## src/rtl/acq_readout_pkg.sv

```systemverilog
`default_nettype none

package acq_readout_pkg;

  localparam int CBUF_ADDR_W = 10;  // 1024-word circular buffer
  localparam int CBUF_WORDS = 1 << CBUF_ADDR_W;
  localparam int SAMPLE_WORD_W = 32;  // two 12-bit adc samples per word
  localparam int PRETRIG_WORDS = 32;  // one whole waveform behind the write pointer
  localparam int BURSTS_PER_WAVEFORM = 8;
  localparam int WORDS_PER_BURST = 4;  // 4 x 32 = one 128-bit ddr3 burst
  localparam int BURST_CNTR_W = $clog2(BURSTS_PER_WAVEFORM + 1);
  localparam int TRIG_FIFO_DEPTH = 4;
  localparam int TRIG_PTR_W = $clog2(TRIG_FIFO_DEPTH);
  localparam int BURST_ADR_W = 24;
  localparam int WFM_NUM_W = 16;
  localparam int FILL_NUM_W = 16;

  localparam logic [7:0] HDR_TAG_WAVEFORM = 8'hA5;
  localparam logic [7:0] HDR_TAG_FILL = 8'h5A;

  // bit positions of the one-hot readout sequencer state
  localparam int ST_IDLE = 0;
  localparam int ST_FILL_INIT1 = 1;
  localparam int ST_TRIG_WAIT = 2;
  localparam int ST_WAVEFORM_INIT1 = 3;
  localparam int ST_WAVEFORM_INIT2 = 4;
  localparam int ST_WAVEFORM_INIT3 = 5;
  localparam int ST_LOOP1 = 6;  // LOOP1..LOOP4 must stay contiguous
  localparam int ST_LOOP2 = 7;
  localparam int ST_LOOP3 = 8;
  localparam int ST_LOOP4 = 9;
  localparam int ST_WAVEFORM_DONE1 = 10;
  localparam int ST_WAVEFORM_DONE2 = 11;
  localparam int ST_NO_TRIGGER = 12;
  localparam int ST_FILL_DONE1 = 13;
  localparam int ST_FILL_DONE2 = 14;
  localparam int ST_FILL_DONE3 = 15;
  localparam int ST_FILL_DONE4 = 16;
  localparam int ST_DONE = 17;
  localparam int NUM_STATES = 18;

  // one 128-bit output word, read either as data lanes or as header fields
  typedef union packed {
    logic [WORDS_PER_BURST-1:0][SAMPLE_WORD_W-1:0] lanes;  // lane 0 = oldest buffer word
    struct packed {
      logic [7:0]             tag;
      logic [FILL_NUM_W-1:0]  fill_num;
      logic [WFM_NUM_W-1:0]   wfm_num;  // waveform number, or count in a fill header
      logic [15:0]            trig_addr;  // buffer start address, zero-extended
      logic [BURST_ADR_W-1:0] burst_adr;
      logic [47:0]            spare;
    } hdr;
  } acq_word_t;

endpackage

`default_nettype wire

```

## src/rtl/acq_word_builder.sv

```systemverilog
`timescale 1ns/100ps
`default_nettype none

module acq_word_builder (
  input  logic                                     adc_clk,
  input  logic                                     reset_clk_adc,
  input  logic                                     init_circ_buf_rd_addr,
  input  logic                                     inc_circ_buf_rd_addr,
  input  logic                                     latch_circ_buf_dat,
  input  logic                                     select_waveform_hdr,
  input  logic                                     select_dat,
  input  logic                                     select_checksum,
  input  logic                                     select_fill_hdr,
  input  logic                                     checksum_init,
  input  logic                                     checksum_update,
  input  logic                                     burst_adr_cntr_init,
  input  logic                                     burst_adr_cntr_en,
  input  logic                                     save_start_adr,
  input  logic                                     save_last_adr,
  input  logic                                     burst_cntr_init,
  input  logic                                     burst_cntr_en,
  input  logic                                     waveform_cntr_init,
  input  logic                                     waveform_cntr_en,
  input  logic                                     fill_cntr_en,
  input  logic                                     adc_acq_out_valid,
  input  logic [acq_readout_pkg::CBUF_ADDR_W-1:0]   trig_addr,
  input  logic [acq_readout_pkg::SAMPLE_WORD_W-1:0] rd_data,
  output logic [acq_readout_pkg::CBUF_ADDR_W-1:0]   rd_addr,
  output logic                                     burst_cntr_zero,
  output acq_readout_pkg::acq_word_t               acq_out_word,
  output logic                                     acq_out_valid,
  output logic [acq_readout_pkg::BURST_ADR_W-1:0]   acq_out_burst_adr
);
  import acq_readout_pkg::*;

  logic [WORDS_PER_BURST-1:0][SAMPLE_WORD_W-1:0] burst_lanes;  // shift latch
  logic [BURST_CNTR_W-1:0]  burst_cntr;  // bursts left in the waveform
  logic [WFM_NUM_W-1:0]     waveform_cntr;
  logic [FILL_NUM_W-1:0]    fill_cntr;
  logic [BURST_ADR_W-1:0]   burst_adr;  // next free ddr3 burst
  logic [BURST_ADR_W-1:0]   start_adr;  // header address of the current waveform
  logic [BURST_ADR_W-1:0]   last_adr;  // where the checksum will land
  logic [CBUF_ADDR_W-1:0]   trig_addr_q;
  logic [SAMPLE_WORD_W-1:0] checksum;
  acq_word_t                waveform_hdr;
  acq_word_t                fill_hdr;
  acq_word_t                checksum_word;

  function automatic logic [SAMPLE_WORD_W-1:0] lane_sum(input acq_word_t w);
    logic [SAMPLE_WORD_W-1:0] sum;
    sum = '0;
    for (int i = 0; i < WORDS_PER_BURST; i++)
      sum += w.lanes[i];  // wraps at 32 bits
    return sum;
  endfunction

  always_comb begin
    waveform_hdr = '0;
    waveform_hdr.hdr.tag = HDR_TAG_WAVEFORM;
    waveform_hdr.hdr.fill_num = fill_cntr;
    waveform_hdr.hdr.wfm_num = waveform_cntr;
    waveform_hdr.hdr.trig_addr = 16'(trig_addr_q);
    waveform_hdr.hdr.burst_adr = start_adr;
    fill_hdr = '0;
    fill_hdr.hdr.tag = HDR_TAG_FILL;
    fill_hdr.hdr.fill_num = fill_cntr;
    fill_hdr.hdr.wfm_num = waveform_cntr;  // number of waveforms in the fill
    fill_hdr.hdr.burst_adr = last_adr;
    checksum_word = '0;
    checksum_word.lanes[0] = checksum;
  end

  always_ff @(posedge adc_clk) begin
    if (reset_clk_adc) begin
      burst_cntr <= '0;
      waveform_cntr <= '0;
      fill_cntr <= '0;
      burst_adr <= '0;
      checksum <= '0;
    end else begin
      if (burst_cntr_init)
        burst_cntr <= BURST_CNTR_W'(BURSTS_PER_WAVEFORM);
      else if (burst_cntr_en)
        burst_cntr <= burst_cntr - 1'b1;
      if (waveform_cntr_init)
        waveform_cntr <= '0;
      else if (waveform_cntr_en)
        waveform_cntr <= waveform_cntr + 1'b1;  // first waveform is number 1
      if (fill_cntr_en)
        fill_cntr <= fill_cntr + 1'b1;
      if (burst_adr_cntr_init)
        burst_adr <= BURST_ADR_W'(1);  // burst 0 is kept for the fill header
      else if (burst_adr_cntr_en)
        burst_adr <= burst_adr + 1'b1;
      if (checksum_init)
        checksum <= '0;
      else if (checksum_update)  // fill header is summed straight off the mux input
        checksum <= checksum + lane_sum(select_fill_hdr ? fill_hdr : acq_out_word);
    end
  end

  always_ff @(posedge adc_clk) begin
    if (init_circ_buf_rd_addr) begin
      rd_addr <= trig_addr;
      trig_addr_q <= trig_addr;
    end else if (inc_circ_buf_rd_addr) begin
      rd_addr <= rd_addr + 1'b1;
    end
    if (save_start_adr)
      start_adr <= burst_adr;
    if (save_last_adr)
      last_adr <= burst_adr;
    if (latch_circ_buf_dat)
      burst_lanes <= {rd_data, burst_lanes[WORDS_PER_BURST-1:1]};  // newest enters lane 3
    // output mux, holds between selects
    if (select_waveform_hdr)
      acq_out_word <= waveform_hdr;
    else if (select_dat)
      acq_out_word.lanes <= burst_lanes;
    else if (select_checksum)
      acq_out_word <= checksum_word;
    else if (select_fill_hdr)
      acq_out_word <= fill_hdr;
    if (select_fill_hdr)
      acq_out_burst_adr <= '0;  // fill header always at burst 0
    else if (burst_adr_cntr_en)
      acq_out_burst_adr <= burst_adr;  // address the word being written takes
  end

  assign burst_cntr_zero = (burst_cntr == '0);
  assign acq_out_valid = adc_acq_out_valid;

endmodule

`default_nettype wire

```

## config.mk

```make
export PLATFORM = sky130hd
export DESIGN_NAME = acq_word_builder
export DESIGN_NICKNAME = d
export VERILOG_FILES = /design/src/rtl/acq_readout_pkg.sv /design/src/rtl/acq_word_builder.sv
export SDC_FILE = /design/constraint.sdc
export NUM_CORES = 1
export LEC_CHECK = 0
export ABC_AREA = 1
export BUFFER_PORTS_ARGS = -buffer_cell sky130_fd_sc_hd__buf_4
export CAP_MARGIN = 20
export CORE_MARGIN = 1.5
export CORE_UTILIZATION = 60
export CTS_BUF_LIST = sky130_fd_sc_hd__clkbuf_8
export CTS_CLUSTER_SIZE = 40
export DETAILED_ROUTE_END_ITERATION = 8
export GPL_TIMING_DRIVEN = 0
export HOLD_SLACK_MARGIN = 0.15
export PLACE_DENSITY = 0.81
export SETUP_SLACK_MARGIN = 0.5
export SLEW_MARGIN = 25
export SYNTH_ARGS = -nofsm -noshare
export SYNTH_HDL_FRONTEND = slang
export SYNTH_SLANG_ARGS = --single-unit
```

## constraint.sdc

```tcl
create_clock -name adc_clk -period 10.21 [get_ports adc_clk]
set_input_delay 0.5105 -clock adc_clk [delete_from_list [all_inputs] [get_ports adc_clk]]
set_output_delay 0.5105 -clock adc_clk [all_outputs]
set_load 0.1 [all_outputs]
```

==> metrics.md <==
| Metric | Value |
|---|---|
| Final min period | `4.736 ns` |
| Final wirelength | `70680 microns` |
| Slowest CP cell | `fa_1` |
| Crit Path Class | `in2reg` |
| Worst R2R Path Depth | `18` |
| GRT overflow | `0` |
| Layout net count | `3111` |
| Max-cap violations | `0` |
| H-tree Lvls | `3` |
| Register area | `10770 sq um` |
| Final HPWL DP | `53620 microns` |
| Top delay family on crit path | `adder cells` |
| Layout cells sized above 1 | `13.19%` |
| First-pass GRT wire length | `106900 microns` |
| Critical Path Fanout Max | `10` |
| Starting Density | `60.54%` |
| Setup Total Neg Slack | `0 ns` |
| Hold path start | `waveform_cntr_init` |
| CTS tree | `done` |
| Final Hold Slack | `0.2064 ns` |
| Worst setup SP type | `input port` |
| RSZ-0062 raised after global routing | `no` |
| Synth cell types | `46` |
| Layout area overhead | `18.71%` |
| Reg-to-Reg End | `checksum[25]$_SDFFE_PP0P_` |
| Tcrit/Tclk final | `46.39%` |
| Via density | `5.539` |
| CP arrival | `5.27 ns` |
| DRC violations left | `0` |
| Later-pin clock latency in the skew report | `0.66 ns` |
| Most common cell after layout, fill and taps aside | `inv_1` |
| Initial antenna violation count | `2` |
| Area of the multi-input gates | `8860 sq um` |
| Row count | `70` |
| Static Leakage | `12.39 nW` |
| Ports | `227` |
| Synth Warn # | `0` |
| Clock tree sinks | `440` |
| CP peak stage delay | `0.55 ns` |
| R2r startpoint | `last_adr[0]$_DFFE_PP_` |
| Root Buffer | `clkbuf_8` |
| Critical path's most frequent cell | `nand2_1` |
| First-pass DRT Iterations | `6` |
| Hold Fails Final Rpt | `0` |
| Max Slew Vio Count | `0` |
| Cells along the critical path | `buf_4, inv_4, buf_6, buf_4, buf_6, buf_2, nand2_1, fa_1, inv_1, fa_1, inv_1, fa_1, inv_1, ha_1, nand2_1, inv_1, a21oi_1, nand3_1, nand2_1, nand2_1, nand2_1, nand2_1, o21ai_0, inv_1` |
| Total core area | `36430 sq um` |
| Vias in the first global route | `19297` |
| Die width | `194.7 microns` |
| Placer Congestion | `1.004` |
| CTS max path bufs | `3` |
| Num CTS Buffers | `72` |
| Pwr dens | `195.9 nW/um^2` |
| CTS clk-pin slew, worst paths | `0.07 ns` |
| Post-DR wirelength/cell | `20.50 microns` |
| Total die area | `37920 sq um` |
| Die height | `194.7 microns` |
| Syn Inst Count | `2578` |
| Achievable frequency | `211.1 MHz` |
| Worst Path Required | `10.74 ns` |
| Rel. slew slack | `39.69%` |
| WHS Path Cells | `4` |
| Post-CTS sizing | `0` |
| FF+latch count, synth | `440` |
| DR iter-0 viols | `1864` |
| Commonest cells after routing, fill and taps aside | `inv_1 (546), nand2_1 (540), dfxtp_1 (244)` |
| Syn Nets | `2770` |
| Pin count of the biggest net entering global routing | `69` |
| Worst Clk Skew | `0.02900 ns` |
| HP Class | `in2reg` |
| Port bufs | `218` |
| WHS Endpoint | `waveform_cntr[15]$_SDFFE_PP0P_` |
| Fillcell total | `2759` |
| Most used flip-flop cell after synthesis | `dfxtp_1` |
| Avg Inst Size Synth | `8.556 sq um` |
| Worst Tran Pin Value | `0.9046 ns` |
| Bufs and invs on worst path | `11` |
| Post-synth ARST share | `0%` |
| Peak supply drop | `0.1540 mV` |
| Total number of vias | `19100` |
| Mapped cell area | `22060 sq um` |
| Setup slack, reg-to-reg | `6.07 ns` |
| Routed Antenna Nets | `0` |
| EDFF count, synth | `196` |
| Setup violators final | `0` |
| Outcome | `finished, final reports clean` |
| Sequential fraction of the synthesis area | `48.83%` |
| Crit. End Element | `flip-flop` |
| GRT Total Usage | `37.56%` |
==> worst min-delay path: cells and delay by family <==
family          cells  cell delay, ns
compound gates      2            0.15
buf+inv             1            0.07
simple gates        1            0.08
==> through the flow <==
step	utilization [%]	total power [mW]	cell area, sq um	instances	setup slack, ns
after global placement	66.64	3.605	24280	3264	4.906
after CTS	71.86	5.112	26180	3447	5.509
after global routing	71.86	5.381	26180	3448	5.275
after floorplan	-	3.186	22060	2578	5.873
final	71.86	5.129	26180	3448	5.474
after detailed placement	66.73	3.628	24310	3265	4.879
==> timing repair <==
action                                  in CTS  in global routing
hold endpoints to repair                    56                  0
hold buffers                                48                  0
endpoints found under the setup margin       0                  0
setup buffers                                0                  0
==> state kept, by name, summed over array words and instances, names as in the netlist, 16 cells and up <==
register           cells
acq_out_burst_adr     24
last_adr              24
waveform_cntr         16
burst_lanes          128
acq_out_word         128
burst_adr             24
start_adr             24
checksum              32
fill_cntr             16
==> synthesized netlist by cell type, types with 13 or more instances <==
cell type  count  area (sq um)
nor2_1       128         480.5
clkbuf_1      60         225.2
o21ai_0      198         991.0
o21ai_1       24         120.1
nand3_1       79         395.4
or2_2         15         93.84
inv_1        518          1944
edfxtp_1     196          5886
ha_1          37         462.9
a21oi_1      208          1041
buf_2         27         135.1
xor2_1        18         157.7
nor3_1        26         130.1
dfxtp_1      244          4885
nand2_1      540          2027
fa_1          92          1842
nand4_1       13         81.33
a22oi_1       65         488.0
==> metal layers <==
metal	global-route usage [%]	wire, microns
met5	0	0
met1	45.64	27050
met4	18.63	3490
met2	62.50	33440
met3	9.440	6696
==> power by group <==
part | leakage (nW) | internal [mW] | switching, mW
clock network | 0.805 | 0.756 | 0.744
registers | 3.97 | 1.95 | 0.0722
logic | 7.62 | 0.452 | 1.15
==> how the worst max path moves through the flow <==
stage	startpoint	to	slack, ns	cells after the start
after global routing	select_fill_hdr	checksum[20]$_SDFFE_PP0P_	5.28	24
final	select_fill_hdr	checksum[20]$_SDFFE_PP0P_	5.47	24
after floorplan	select_fill_hdr	checksum[31]$_SDFFE_PP0P_	5.87	26
after detailed placement	select_fill_hdr	checksum[20]$_SDFFE_PP0P_	4.88	24
after CTS	select_fill_hdr	checksum[20]$_SDFFE_PP0P_	5.51	24
after global placement	select_fill_hdr	checksum[20]$_SDFFE_PP0P_	4.91	24
==> final cells by class <==
class	instances	area share [%]
clock buffer	80	4.205
multi-input combinational	1513	33.84
timing repair buffer	267	8.219
tap	468	2.236
buffer	103	1.778
inverter	522	7.493
clock inverter	54	1.090
antenna	1	0.009557
sequential	440	41.13
==> cells by family (layout without fill, tap and decap cells) <==
group	after synthesis	after routing	synth area share (%)
AO/OA/AOI/OAI	515	515	12.64
XOR/XNOR	23	23	0.9133
adder cells (fa/ha/maj)	129	129	10.45
buffers and inverters	625	1026	11.00
flip-flops	440	440	48.83
other	0	1	0
AND/OR/NAND/NOR	846	846	16.16
(Power assumes the default switching activity.)
