===== src/rtl/acq_readout_pkg.sv =====
`default_nettype none

package acq_readout_pkg;

  localparam int CBUF_ADDR_W = 10;  // 1024-word circular buffer
  localparam int CBUF_WORDS = 1 << CBUF_ADDR_W;
  localparam int SAMPLE_WORD_W = 32;  // two 12-bit adc samples per word
  localparam int PRETRIG_WORDS = 32;  // one whole waveform behind the write pointer
  localparam int BURSTS_PER_WAVEFORM = 8;
  localparam int WORDS_PER_BURST = 4;  // 4 x 32 = one 128-bit ddr3 burst
  localparam int BURST_CNTR_W = $clog2(BURSTS_PER_WAVEFORM + 1);
  localparam int TRIG_FIFO_DEPTH = 4;
  localparam int TRIG_PTR_W = $clog2(TRIG_FIFO_DEPTH);
  localparam int BURST_ADR_W = 24;
  localparam int WFM_NUM_W = 16;
  localparam int FILL_NUM_W = 16;

  localparam logic [7:0] HDR_TAG_WAVEFORM = 8'hA5;
  localparam logic [7:0] HDR_TAG_FILL = 8'h5A;

  // bit positions of the one-hot readout sequencer state
  localparam int ST_IDLE = 0;
  localparam int ST_FILL_INIT1 = 1;
  localparam int ST_TRIG_WAIT = 2;
  localparam int ST_WAVEFORM_INIT1 = 3;
  localparam int ST_WAVEFORM_INIT2 = 4;
  localparam int ST_WAVEFORM_INIT3 = 5;
  localparam int ST_LOOP1 = 6;  // LOOP1..LOOP4 must stay contiguous
  localparam int ST_LOOP2 = 7;
  localparam int ST_LOOP3 = 8;
  localparam int ST_LOOP4 = 9;
  localparam int ST_WAVEFORM_DONE1 = 10;
  localparam int ST_WAVEFORM_DONE2 = 11;
  localparam int ST_NO_TRIGGER = 12;
  localparam int ST_FILL_DONE1 = 13;
  localparam int ST_FILL_DONE2 = 14;
  localparam int ST_FILL_DONE3 = 15;
  localparam int ST_FILL_DONE4 = 16;
  localparam int ST_DONE = 17;
  localparam int NUM_STATES = 18;

  // one 128-bit output word, read either as data lanes or as header fields
  typedef union packed {
    logic [WORDS_PER_BURST-1:0][SAMPLE_WORD_W-1:0] lanes;  // lane 0 = oldest buffer word
    struct packed {
      logic [7:0]             tag;
      logic [FILL_NUM_W-1:0]  fill_num;
      logic [WFM_NUM_W-1:0]   wfm_num;  // waveform number, or count in a fill header
      logic [15:0]            trig_addr;  // buffer start address, zero-extended
      logic [BURST_ADR_W-1:0] burst_adr;
      logic [47:0]            spare;
    } hdr;
  } acq_word_t;

endpackage

`default_nettype wire


===== src/rtl/cbuf_readout_seq.sv =====
`timescale 1ns/100ps
`default_nettype none

module cbuf_readout_seq (
  input  logic adc_clk,
  input  logic reset_clk_adc,
  input  logic cbuf_rd_en,  // rising edge starts a fill
  input  logic cbuf_trig_en,  // falling edge ends the fill
  input  logic trig_fifo_empty,
  input  logic burst_cntr_zero,  // last burst of the waveform is being read
  output logic cbuf_rd_trig_wait,
  output logic burst_adr_cntr_init,
  output logic init_circ_buf_rd_addr,
  output logic inc_circ_buf_rd_addr,
  output logic latch_circ_buf_dat,
  output logic select_fill_hdr,
  output logic select_dat,
  output logic select_waveform_hdr,
  output logic select_checksum,
  output logic checksum_update,
  output logic checksum_init,
  output logic adc_acq_out_valid,
  output logic burst_adr_cntr_en,
  output logic save_start_adr,
  output logic save_last_adr,
  output logic trig_addr_rd_en,
  output logic burst_cntr_init,
  output logic burst_cntr_en,
  output logic waveform_cntr_init,
  output logic waveform_cntr_en,
  output logic fill_cntr_en
);
  import acq_readout_pkg::*;

  logic [NUM_STATES-1:0] cur_state;
  logic [NUM_STATES-1:0] nxt_state;
  logic                  got_trig;  // at least one waveform in this fill
  logic                  loop_next;
  logic                  immed_adc_acq_out_valid;  // header and checksum writes
  logic                  start_dlyd_adc_acq_out_valid;  // stage 1, burst read finishing
  logic                  dlyd_adc_acq_out_valid;  // stage 2, burst latched in the builder

  always_ff @(posedge adc_clk) begin
    if (reset_clk_adc)
      cur_state <= NUM_STATES'(1) << ST_IDLE;
    else
      cur_state <= nxt_state;
  end

  always_comb begin
    nxt_state = '0;
    case (1'b1)
      cur_state[ST_IDLE]:           nxt_state[cbuf_rd_en ? ST_FILL_INIT1 : ST_IDLE] = 1'b1;
      cur_state[ST_FILL_INIT1]:     nxt_state[ST_TRIG_WAIT] = 1'b1;
      cur_state[ST_TRIG_WAIT]: begin
        if (!trig_fifo_empty)
          nxt_state[ST_WAVEFORM_INIT1] = 1'b1;  // queued triggers drain before the fill ends
        else if (!cbuf_trig_en)
          nxt_state[got_trig ? ST_FILL_DONE1 : ST_NO_TRIGGER] = 1'b1;
        else
          nxt_state[ST_TRIG_WAIT] = 1'b1;
      end
      cur_state[ST_WAVEFORM_INIT1]: nxt_state[ST_WAVEFORM_INIT2] = 1'b1;
      cur_state[ST_WAVEFORM_INIT2]: nxt_state[ST_WAVEFORM_INIT3] = 1'b1;
      cur_state[ST_WAVEFORM_INIT3]: nxt_state[ST_LOOP1] = 1'b1;
      cur_state[ST_LOOP1]:          nxt_state[ST_LOOP2] = 1'b1;
      cur_state[ST_LOOP2]:          nxt_state[ST_LOOP3] = 1'b1;
      cur_state[ST_LOOP3]:          nxt_state[ST_LOOP4] = 1'b1;
      cur_state[ST_LOOP4]:          nxt_state[burst_cntr_zero ? ST_WAVEFORM_DONE1 : ST_LOOP1] = 1'b1;
      cur_state[ST_WAVEFORM_DONE1]: nxt_state[ST_WAVEFORM_DONE2] = 1'b1;
      cur_state[ST_WAVEFORM_DONE2]: nxt_state[ST_TRIG_WAIT] = 1'b1;
      cur_state[ST_NO_TRIGGER]:     nxt_state[ST_FILL_DONE1] = 1'b1;
      cur_state[ST_FILL_DONE1]:     nxt_state[ST_FILL_DONE2] = 1'b1;
      cur_state[ST_FILL_DONE2]:     nxt_state[ST_FILL_DONE3] = 1'b1;
      cur_state[ST_FILL_DONE3]:     nxt_state[ST_FILL_DONE4] = 1'b1;
      cur_state[ST_FILL_DONE4]:     nxt_state[ST_DONE] = 1'b1;
      cur_state[ST_DONE]:           nxt_state[ST_IDLE] = 1'b1;
      default:                      nxt_state[ST_IDLE] = 1'b1;  // lost one-hot, restart
    endcase
  end

  always_ff @(posedge adc_clk) begin
    if (reset_clk_adc)
      got_trig <= 1'b0;
    else if (nxt_state[ST_FILL_INIT1])
      got_trig <= 1'b0;  // new fill
    else if (nxt_state[ST_WAVEFORM_INIT1])
      got_trig <= 1'b1;
  end

  assign loop_next = |nxt_state[ST_LOOP4:ST_LOOP1];

  // strobes come from the next state, so each is high during its own state
  always_ff @(posedge adc_clk) begin
    if (reset_clk_adc) begin
      {cbuf_rd_trig_wait, burst_adr_cntr_init, checksum_init, waveform_cntr_init,
       init_circ_buf_rd_addr, save_start_adr, trig_addr_rd_en, burst_cntr_init,
       waveform_cntr_en, select_waveform_hdr, immed_adc_acq_out_valid, burst_adr_cntr_en,
       inc_circ_buf_rd_addr, latch_circ_buf_dat, select_dat, burst_cntr_en,
       start_dlyd_adc_acq_out_valid, save_last_adr, select_fill_hdr, select_checksum,
       fill_cntr_en} <= '0;
    end else begin
      cbuf_rd_trig_wait <= nxt_state[ST_TRIG_WAIT];
      burst_adr_cntr_init <= nxt_state[ST_FILL_INIT1];  // first waveform at burst 1
      checksum_init <= nxt_state[ST_FILL_INIT1];
      waveform_cntr_init <= nxt_state[ST_FILL_INIT1];
      init_circ_buf_rd_addr <= nxt_state[ST_WAVEFORM_INIT1];  // load the fifo head
      save_start_adr <= nxt_state[ST_WAVEFORM_INIT1];
      trig_addr_rd_en <= nxt_state[ST_WAVEFORM_INIT1];  // pop after the head is taken
      burst_cntr_init <= nxt_state[ST_WAVEFORM_INIT1];
      waveform_cntr_en <= nxt_state[ST_WAVEFORM_INIT1];
      select_waveform_hdr <= nxt_state[ST_WAVEFORM_INIT2];
      immed_adc_acq_out_valid <= nxt_state[ST_WAVEFORM_INIT3] | nxt_state[ST_FILL_DONE2] |
                                 nxt_state[ST_FILL_DONE3];
      burst_adr_cntr_en <= nxt_state[ST_WAVEFORM_INIT3] | nxt_state[ST_LOOP4] |
                           nxt_state[ST_FILL_DONE2];  // header, burst, checksum
      inc_circ_buf_rd_addr <= nxt_state[ST_WAVEFORM_INIT3] | loop_next;
      // the two done states flush the read pipeline into the burst latch
      latch_circ_buf_dat <= loop_next | nxt_state[ST_WAVEFORM_DONE1] |
                            nxt_state[ST_WAVEFORM_DONE2];
      select_dat <= loop_next | nxt_state[ST_WAVEFORM_DONE1] | nxt_state[ST_WAVEFORM_DONE2];
      burst_cntr_en <= nxt_state[ST_LOOP1];  // once per burst
      start_dlyd_adc_acq_out_valid <= nxt_state[ST_LOOP4];
      save_last_adr <= nxt_state[ST_WAVEFORM_DONE1] | nxt_state[ST_NO_TRIGGER];
      select_fill_hdr <= nxt_state[ST_FILL_DONE1] | nxt_state[ST_FILL_DONE3];
      select_checksum <= nxt_state[ST_FILL_DONE2];
      fill_cntr_en <= nxt_state[ST_DONE];
    end
  end

  // valid delay pipeline, covers the buffer read latency of a burst
  always_ff @(posedge adc_clk) begin
    if (reset_clk_adc) begin
      dlyd_adc_acq_out_valid <= 1'b0;
      adc_acq_out_valid <= 1'b0;
      checksum_update <= 1'b0;
    end else begin
      dlyd_adc_acq_out_valid <= start_dlyd_adc_acq_out_valid;
      adc_acq_out_valid <= immed_adc_acq_out_valid | dlyd_adc_acq_out_valid;
      // data bursts, waveform headers (immed without a fill select), and the fill
      // header once in FILL_DONE1
      checksum_update <= dlyd_adc_acq_out_valid |
                         (immed_adc_acq_out_valid & ~select_checksum & ~select_fill_hdr) |
                         nxt_state[ST_FILL_DONE1];
    end
  end

endmodule

`default_nettype wire


===== config.mk =====
export PLATFORM = sky130hd
export DESIGN_NAME = cbuf_readout_seq
export DESIGN_NICKNAME = d
export VERILOG_FILES = /design/src/rtl/acq_readout_pkg.sv /design/src/rtl/cbuf_readout_seq.sv
export SDC_FILE = /design/constraint.sdc
export NUM_CORES = 1
export LEC_CHECK = 0
export ABC_AREA = 1
export BUFFER_PORTS_ARGS = -buffer_cell sky130_fd_sc_hd__buf_2
export CAP_MARGIN = 10
export CORE_MARGIN = 2
export CORE_UTILIZATION = 45
export DETAILED_ROUTE_END_ITERATION = 7
export HOLD_SLACK_MARGIN = 0.02
export PLACE_DENSITY = 0.65
export RECOVER_POWER = 50
export SETUP_SLACK_MARGIN = 0.2
export SLEW_MARGIN = 10
export SYNTH_ARGS = -nofsm -noshare
export SYNTH_HDL_FRONTEND = slang
export SYNTH_SLANG_ARGS = --single-unit

===== constraint.sdc =====
create_clock -name adc_clk -period 1.68 [get_ports adc_clk]
set_input_delay 0.084 -clock adc_clk [delete_from_list [all_inputs] [get_ports adc_clk]]
set_output_delay 0.084 -clock adc_clk [all_outputs]
set_load 0.02 [all_outputs]

==> results of run 1 <==
worst paths after layout:
path / start / end / slack [ns]
max: reset_clk_adc / select_dat / 0.34
min: trig_fifo_empty / cur_state[3] / 0.04
max reg2reg: cur_state[2] / select_dat / 0.43
min reg2reg: got_trig / got_trig / 0.46
per-layer routing:
metal  wire length (microns)  part of all wire (%)  track usage [%]
met1                    1011                    47            22.87
met2                     957                    45            25.41
met3                     107                   5.0            4.444
met4                      55                   2.6            10.00
met5                       0                     0                0
state kept, by name, summed over array words and instances (netlist names):
signal	count
select_dat	1
adc_acq_out_valid	1
burst_adr_cntr_en	1
cur_state	17
got_trig	1
immed_adc_acq_out_valid	1
select_fill_hdr	1
inc_circ_buf_rd_addr	1
fill_cntr_en	1
save_last_adr	1
dlyd_adc_acq_out_valid	1
checksum_update	1
synthesized netlist by cell type, types with 2 or more instances:
cell     number
dfxtp_1      28
buf_4         7
nor2_1       19
inv_1        23
nand2_2       4
nand3_1      12
nor2_4        3
inv_2         3
o21ai_0       2
a21oi_1       3
nand2_1      24
nor2_2        3
nand4_1       3
nor3_1        7
final cells by class:
class / instances / share of cell area (%)
sequential: 28 / 43.66
tap: 30 / 2.924
timing repair buffer: 28 / 10.33
clock inverter: 1 / 2.339
inverter: 26 / 7.602
clock buffer: 3 / 1.754
multi-input combinational: 85 / 31.38
power groups by stage:
stage                     Combinational, uW  Clock [uW]  Sequential [uW]
final                                  65.0         430              674
after global routing                   73.5         474              675
after CTS                              68.3         443              675
after detailed placement               64.4           0              689
after global placement                 64.2           0              688
after floorplan                        43.1           0              691
worst min-delay path, cell delays in order:
cell and delay, ns:
buf_2 0.10, nor3_1 0.05, inv_1 0.06, nor2_1 0.04
per-stage QoR:
step	setup WS [ns]	utilization, %
2_1_floorplan	0.5376	-
3_3_place_gp	0.5672	51.13
3_5_place_dp	0.5353	51.13
4_1_cts	0.4523	54.12
5_1_grt	0.2544	52.78
6_report	0.3423	52.78
kinds of logic after synthesis:
| group | synth area share (%) |
|---|---|
| DFF | 49.67 |
| and+or+nand+nor | 33.59 |
| AOI/OAI and AO/OA | 3.437 |
| buffers and inverters | 13.30 |
layout by cell type, fill, tap and decap left out:
cell           Yosys  routed
buf_2              0      12
dfxtp_1           28      28
nand3_1           12      12
nor3b_1            1       2
a21oi_1            3       3
nor2_4             3       2
a31oi_1            1       1
bufinv_16          0       1
clkbuf_1           0      14
or2_1              1       1
clkbuf_4           0       3
nand2_2            4       3
nand4_1            3       3
inv_2              3       2
nor3_1             7       7
inv_1             23      24
dlygate4sd3_1      0       2
nor2_1            19      20
a211oi_1           1       1
o21ai_0            2       2
nor2_2             3       3
nand2_1           24      25
repair_timing:
item	4_1_cts	5_1_grt
hold buffers	2	0
endpoints found under the setup margin	0	0
hold endpoints to repair	3	0
==> impl_metrics.yaml, run 1 <==
clock_tree:
  tritoncts: "built"
  htreeDepth: 1
  numCtsBuffers: 3
  post_cts_resized: 0
  cts.clk_slew.worst_paths_ns: 0.15
  clock-root-buffer: "clkbuf_4"
  cts.sinks: 28
  cts_post_setup_buffers_inserted: 0
  insertion_delay_ns: 0.32
  clock_path_buffers: 2
worst_setup_path:
  rr_worst_depth: 7
  required_ns: 1.90
  crit_fanout: 6
  worstPathArrival_ns: 1.56
  start_kind: "input port"
  crit_family: "buffers and inverters"
  critical_path_class: "input port to register"
  crit_path_cell_trace: "dlygate4sd3_1, clkbuf_1, inv_2, nand2_1, nor2_1, nand2_1, nand2_1, inv_1, nand3_1"
  path_buf_inv: 4
  worst_path_max_delay_cell: "dlygate4sd3_1"
  crit_path_end_kind: "register"
  critical-path-top-cell-by-count: "nand2_1"
  cpPeakStageDelay_ns: 0.52
  cp.depth: 9
grt:
  grt-ovfl-total: 0
  grt_pass1_wl_microns: 3608
  first_global_vias: 867
  antenna_found_initial: 0
  globalRouteTotalUtil_pct: 17.32
  grt_max_degree: 17
logic_synthesis:
  netlist_area_sq_um: 1129
  syn_inst: 146
  synth_seq_cells: 28
  seq_area_frac_synth_pct: 49.67
  ys_types: 19
  synth_top_cell_by_area: "dfxtp_1"
  synthArstFlopShare_pct: 0
  yosysWarnings: 0
  avgSynthCellArea_sq_um: 7.730
  synth_edf_count: 0
  ys.flop_type: "dfxtp_1"
  synth_nets: 152
  synth_top_area_share_pct: 49.67
  synth_area_leaders: "dfxtp_1 50%, nand2_1 8.0%, inv_1 7.6%"
placed_design:
  placed_area_sq_um: 1244
  io_buffers: 26
  dp_hpwl_microns: 1702
  place.gp.congestion: 0.8883
  dp.cells: 195
power:
  p_leak_uw: 0.0006655
  clkPwrFrac_pct: 36.8
  total_power_uw: 1169
  pwr-share-seq_pct: 57.6
  max-vdd-ir-drop_mv: 0.6689
  swShare_pct: 20.34
  p_int_uw: 931.3
  p_per_area_nw_per_um2: 910.8
  p_sw_uw: 237.8
  comb_power_share_pct: 5.6
finish:
  sequential_cell_area_sq_um: 560.5
  fin_cells: 201
  multiInputGateArea_sq_um: 402.9
  fill_cells: 242
  diodes: 0
  drive_above_1_share_pct: 15.20
  fin_nets: 178
  fin_area_sq_um: 1284
  syn2layout_area_growth_pct: 13.75
route:
  drt_iter0_drc: 30
  route.vias.total: 960
  antenna_left: 0
  via_per_inst: 4.776
  dr.pass1.iters: 4
  wl_microns: 2131
  routedWlPerCell_microns: 10.60
  post-route-drc-count: 0
timing:
  hold_slack_ns: 0.04167
  slew_headroom_pct: 76.29
  max_freq_mhz: 747.5
  finalSetupViolCount: 0
  min_period_ns: 1.338
  tightest_slew_ns: 0.3556
  tns_ns: 0
  drv_slew: 0
  finalCritPeriodShare_pct: 79.63
  clock_skew_ns: 0.006291
  rsz0062_at_grt: "no"
  hold_viol: 0
floorplanning:
  die_h_microns: 54.08
  start_util_pct: 46.40
  core-area_sq_um: 2432
  core.rowCount: 18
  dieArea_sq_um: 2925
  io_pins: 27
  die_w_microns: 54.08
flow_run:
  max_cap_violations: 0
status:
  status: "finished, final reports clean"
min_path:
  worstHoldPathCells: 4
  hold_class: "input port to register"
Note: power is estimated with default switching activity, not from simulation.
==> run 2, diff against run 1 <==
==> constraint.sdc (replaced) <==
create_clock -name adc_clk -period 1.4 [get_ports adc_clk]
set_input_delay 0.07 -clock adc_clk [delete_from_list [all_inputs] [get_ports adc_clk]]
set_output_delay 0.07 -clock adc_clk [all_outputs]
set_load 0.02 [all_outputs]
==> run 2 against run 1 <==
Wire length rose by 9.6%. Register-to-register slack worse by 0.25 ns. Sequential share of layout area down 2.9 points. Final cell count increased by 3.5%. Sequential power up 20%. Largest cell class unchanged.
==> impl_metrics.yaml, run 2 (same netlist as run 1, synthesis figures left out) <==
power:
  clkPwrFrac_pct: 29.8
  p_leak_uw: 0.0007019
  p_int_uw: 999.8
  p_sw_uw: 292.1
  p_per_area_nw_per_um2: 940.4
  swShare_pct: 22.61
  max-vdd-ir-drop_mv: 0.5911
  pwr-share-seq_pct: 62.7
  comb_power_share_pct: 7.6
floorplanning:
  io_pins: 27
  core.rowCount: 18
  core-area_sq_um: 2432
  die_w_microns: 54.08
  die_h_microns: 54.08
  start_util_pct: 46.40
  dieArea_sq_um: 2925
worst_setup_path:
  crit_fanout: 6
  worst_path_max_delay_cell: "dfxtp_1"
  crit_path_end_kind: "register"
  critical_path_class: "register to register"
  start_kind: "register"
  required_ns: 1.64
  cpPeakStageDelay_ns: 0.48
  crit_path_cell_trace: "nor2_4, nand2_2, nor2_4, buf_4, nand2_2, inv_1, or2_1"
  worstPathArrival_ns: 1.45
route:
  route.vias.total: 997
  via_per_inst: 4.793
  dr.pass1.iters: 4
  drt_iter0_drc: 22
  post-route-drc-count: 0
  antenna_left: 0
  routedWlPerCell_microns: 11.23
  wl_microns: 2335
finish:
  largest_register: "cur_state"
  largest_reg_flops: 17
  diodes: 0
  final_cell_mix: "28 x dfxtp_1, 24 x inv_1, 23 x nand2_1"
  layout_commonest_cell: "dfxtp_1"
  fin_nets: 185
  fin_area_sq_um: 1374
  syn2layout_area_growth_pct: 21.73
  drive_above_1_share_pct: 22.47
status:
  status: "finished, final reports clean"
placed_design:
  placed_area_sq_um: 1244
  io_buffers: 26
  pre_cts_ws_ns: 0.2609
  dp_hpwl_microns: 1703
  place.gp.congestion: 0.8889
timing:
  tightest_slew_ns: 0.2550
  finalSetupViolCount: 0
  max_freq_mhz: 821.9
  fin_ws_ns: 0.1833
  rsz0062_at_grt: "yes"
  min_period_ns: 1.217
  clock_skew_ns: 0.009347
  tns_ns: 0
  drv_slew: 0
  slew_headroom_pct: 83.08
  finalCritPeriodShare_pct: 86.90
  hold_slack_ns: 0.04840
  hold_viol: 0
grt:
  grt-ovfl-total: 0
  grt_pass1_wl_microns: 3622
  grt_max_degree: 16
  antenna_found_initial: 0
  globalRouteTotalUtil_pct: 17.34
  first_global_vias: 877
clock_tree:
  insertion_delay_ns: 0.32
  clock-root-buffer: "clkbuf_4"
  tritoncts: "built"
  cts.sinks: 28
  cts.clk_slew.worst_paths_ns: 0.15
  numCtsBuffers: 3
  clock_path_buffers: 2
  htreeDepth: 1
flow_run:
  max_cap_violations: 0
min_path:
  hold_class: "input port to register"
-- run 2: changes by cell type in the layout (fill, tap and decap cells not counted), sizes merged --
cell	before	now
buf	12	17
clkbuf	17	19
bufinv	1	0
dlygate4sd3	2	3
-- run 2: through the flow --
stage	power [uW]	util, %	std cells
after global placement	902.9	51.13	195
final	1292	56.48	208
after CTS	1293	53.86	202
after global routing	1353	56.48	208
after detailed placement	903.2	51.13	195
after floorplan	880.4	-	146
-- run 2: timing repair --
item,CTS,global route
endpoints found under the setup margin,0,15
hold buffers,3,0
setup buffers,0,6
hold endpoints to repair,6,0
resized for setup,0,21
-- run 2: layout make-up --
class                   count  area, sq um
fillers                   232         1059
flip-flops and latches     28        560.5
multi-input cells          85        449.2
repair buffers             35        190.2
inverters                  26        100.1
well taps                  30        37.54
clock buffers               4        36.28
-- run 2: power groups by stage --
stage / sequential [uW] / combinational (uW) / clock, uW
after floorplan: 829 / 51.7 / 0
after global placement: 826 / 77.0 / 0
after detailed placement: 827 / 76.6 / 0
after CTS: 809 / 83.4 / 400
after global routing: 811 / 107 / 434
final: 810 / 97.7 / 384
-- run 2: path summary, 6_finish.rpt --
kind | start | cells past startpoint | end | slack (ns)
max | cur_state[3] | 7 | save_last_adr | 0.18
min | cbuf_trig_en | 4 | cur_state[12] | 0.05
max reg2reg | cur_state[3] | 7 | save_last_adr | 0.18
min reg2reg | cur_state[15] | 2 | cur_state[16] | 0.46
-- run 2: worst max-delay path, delay by kind of cell (launching register included) --
kind	cells	cell delay (ns)
buffers and inverters	2	0.17
and+or+nand+nor	5	0.49
DFF	1	0.48
-- run 2: per-layer routing --
layer / wire length [microns] / up-vias / global-route usage (%)
met5: 0 / - / 0
met4: 35 / 0 / 8.333
met3: 137 / 5 / 2.778
met2: 1109 / 38 / 28.05
met1: 1053 / 443 / 22.43
li1: - / 511 / -
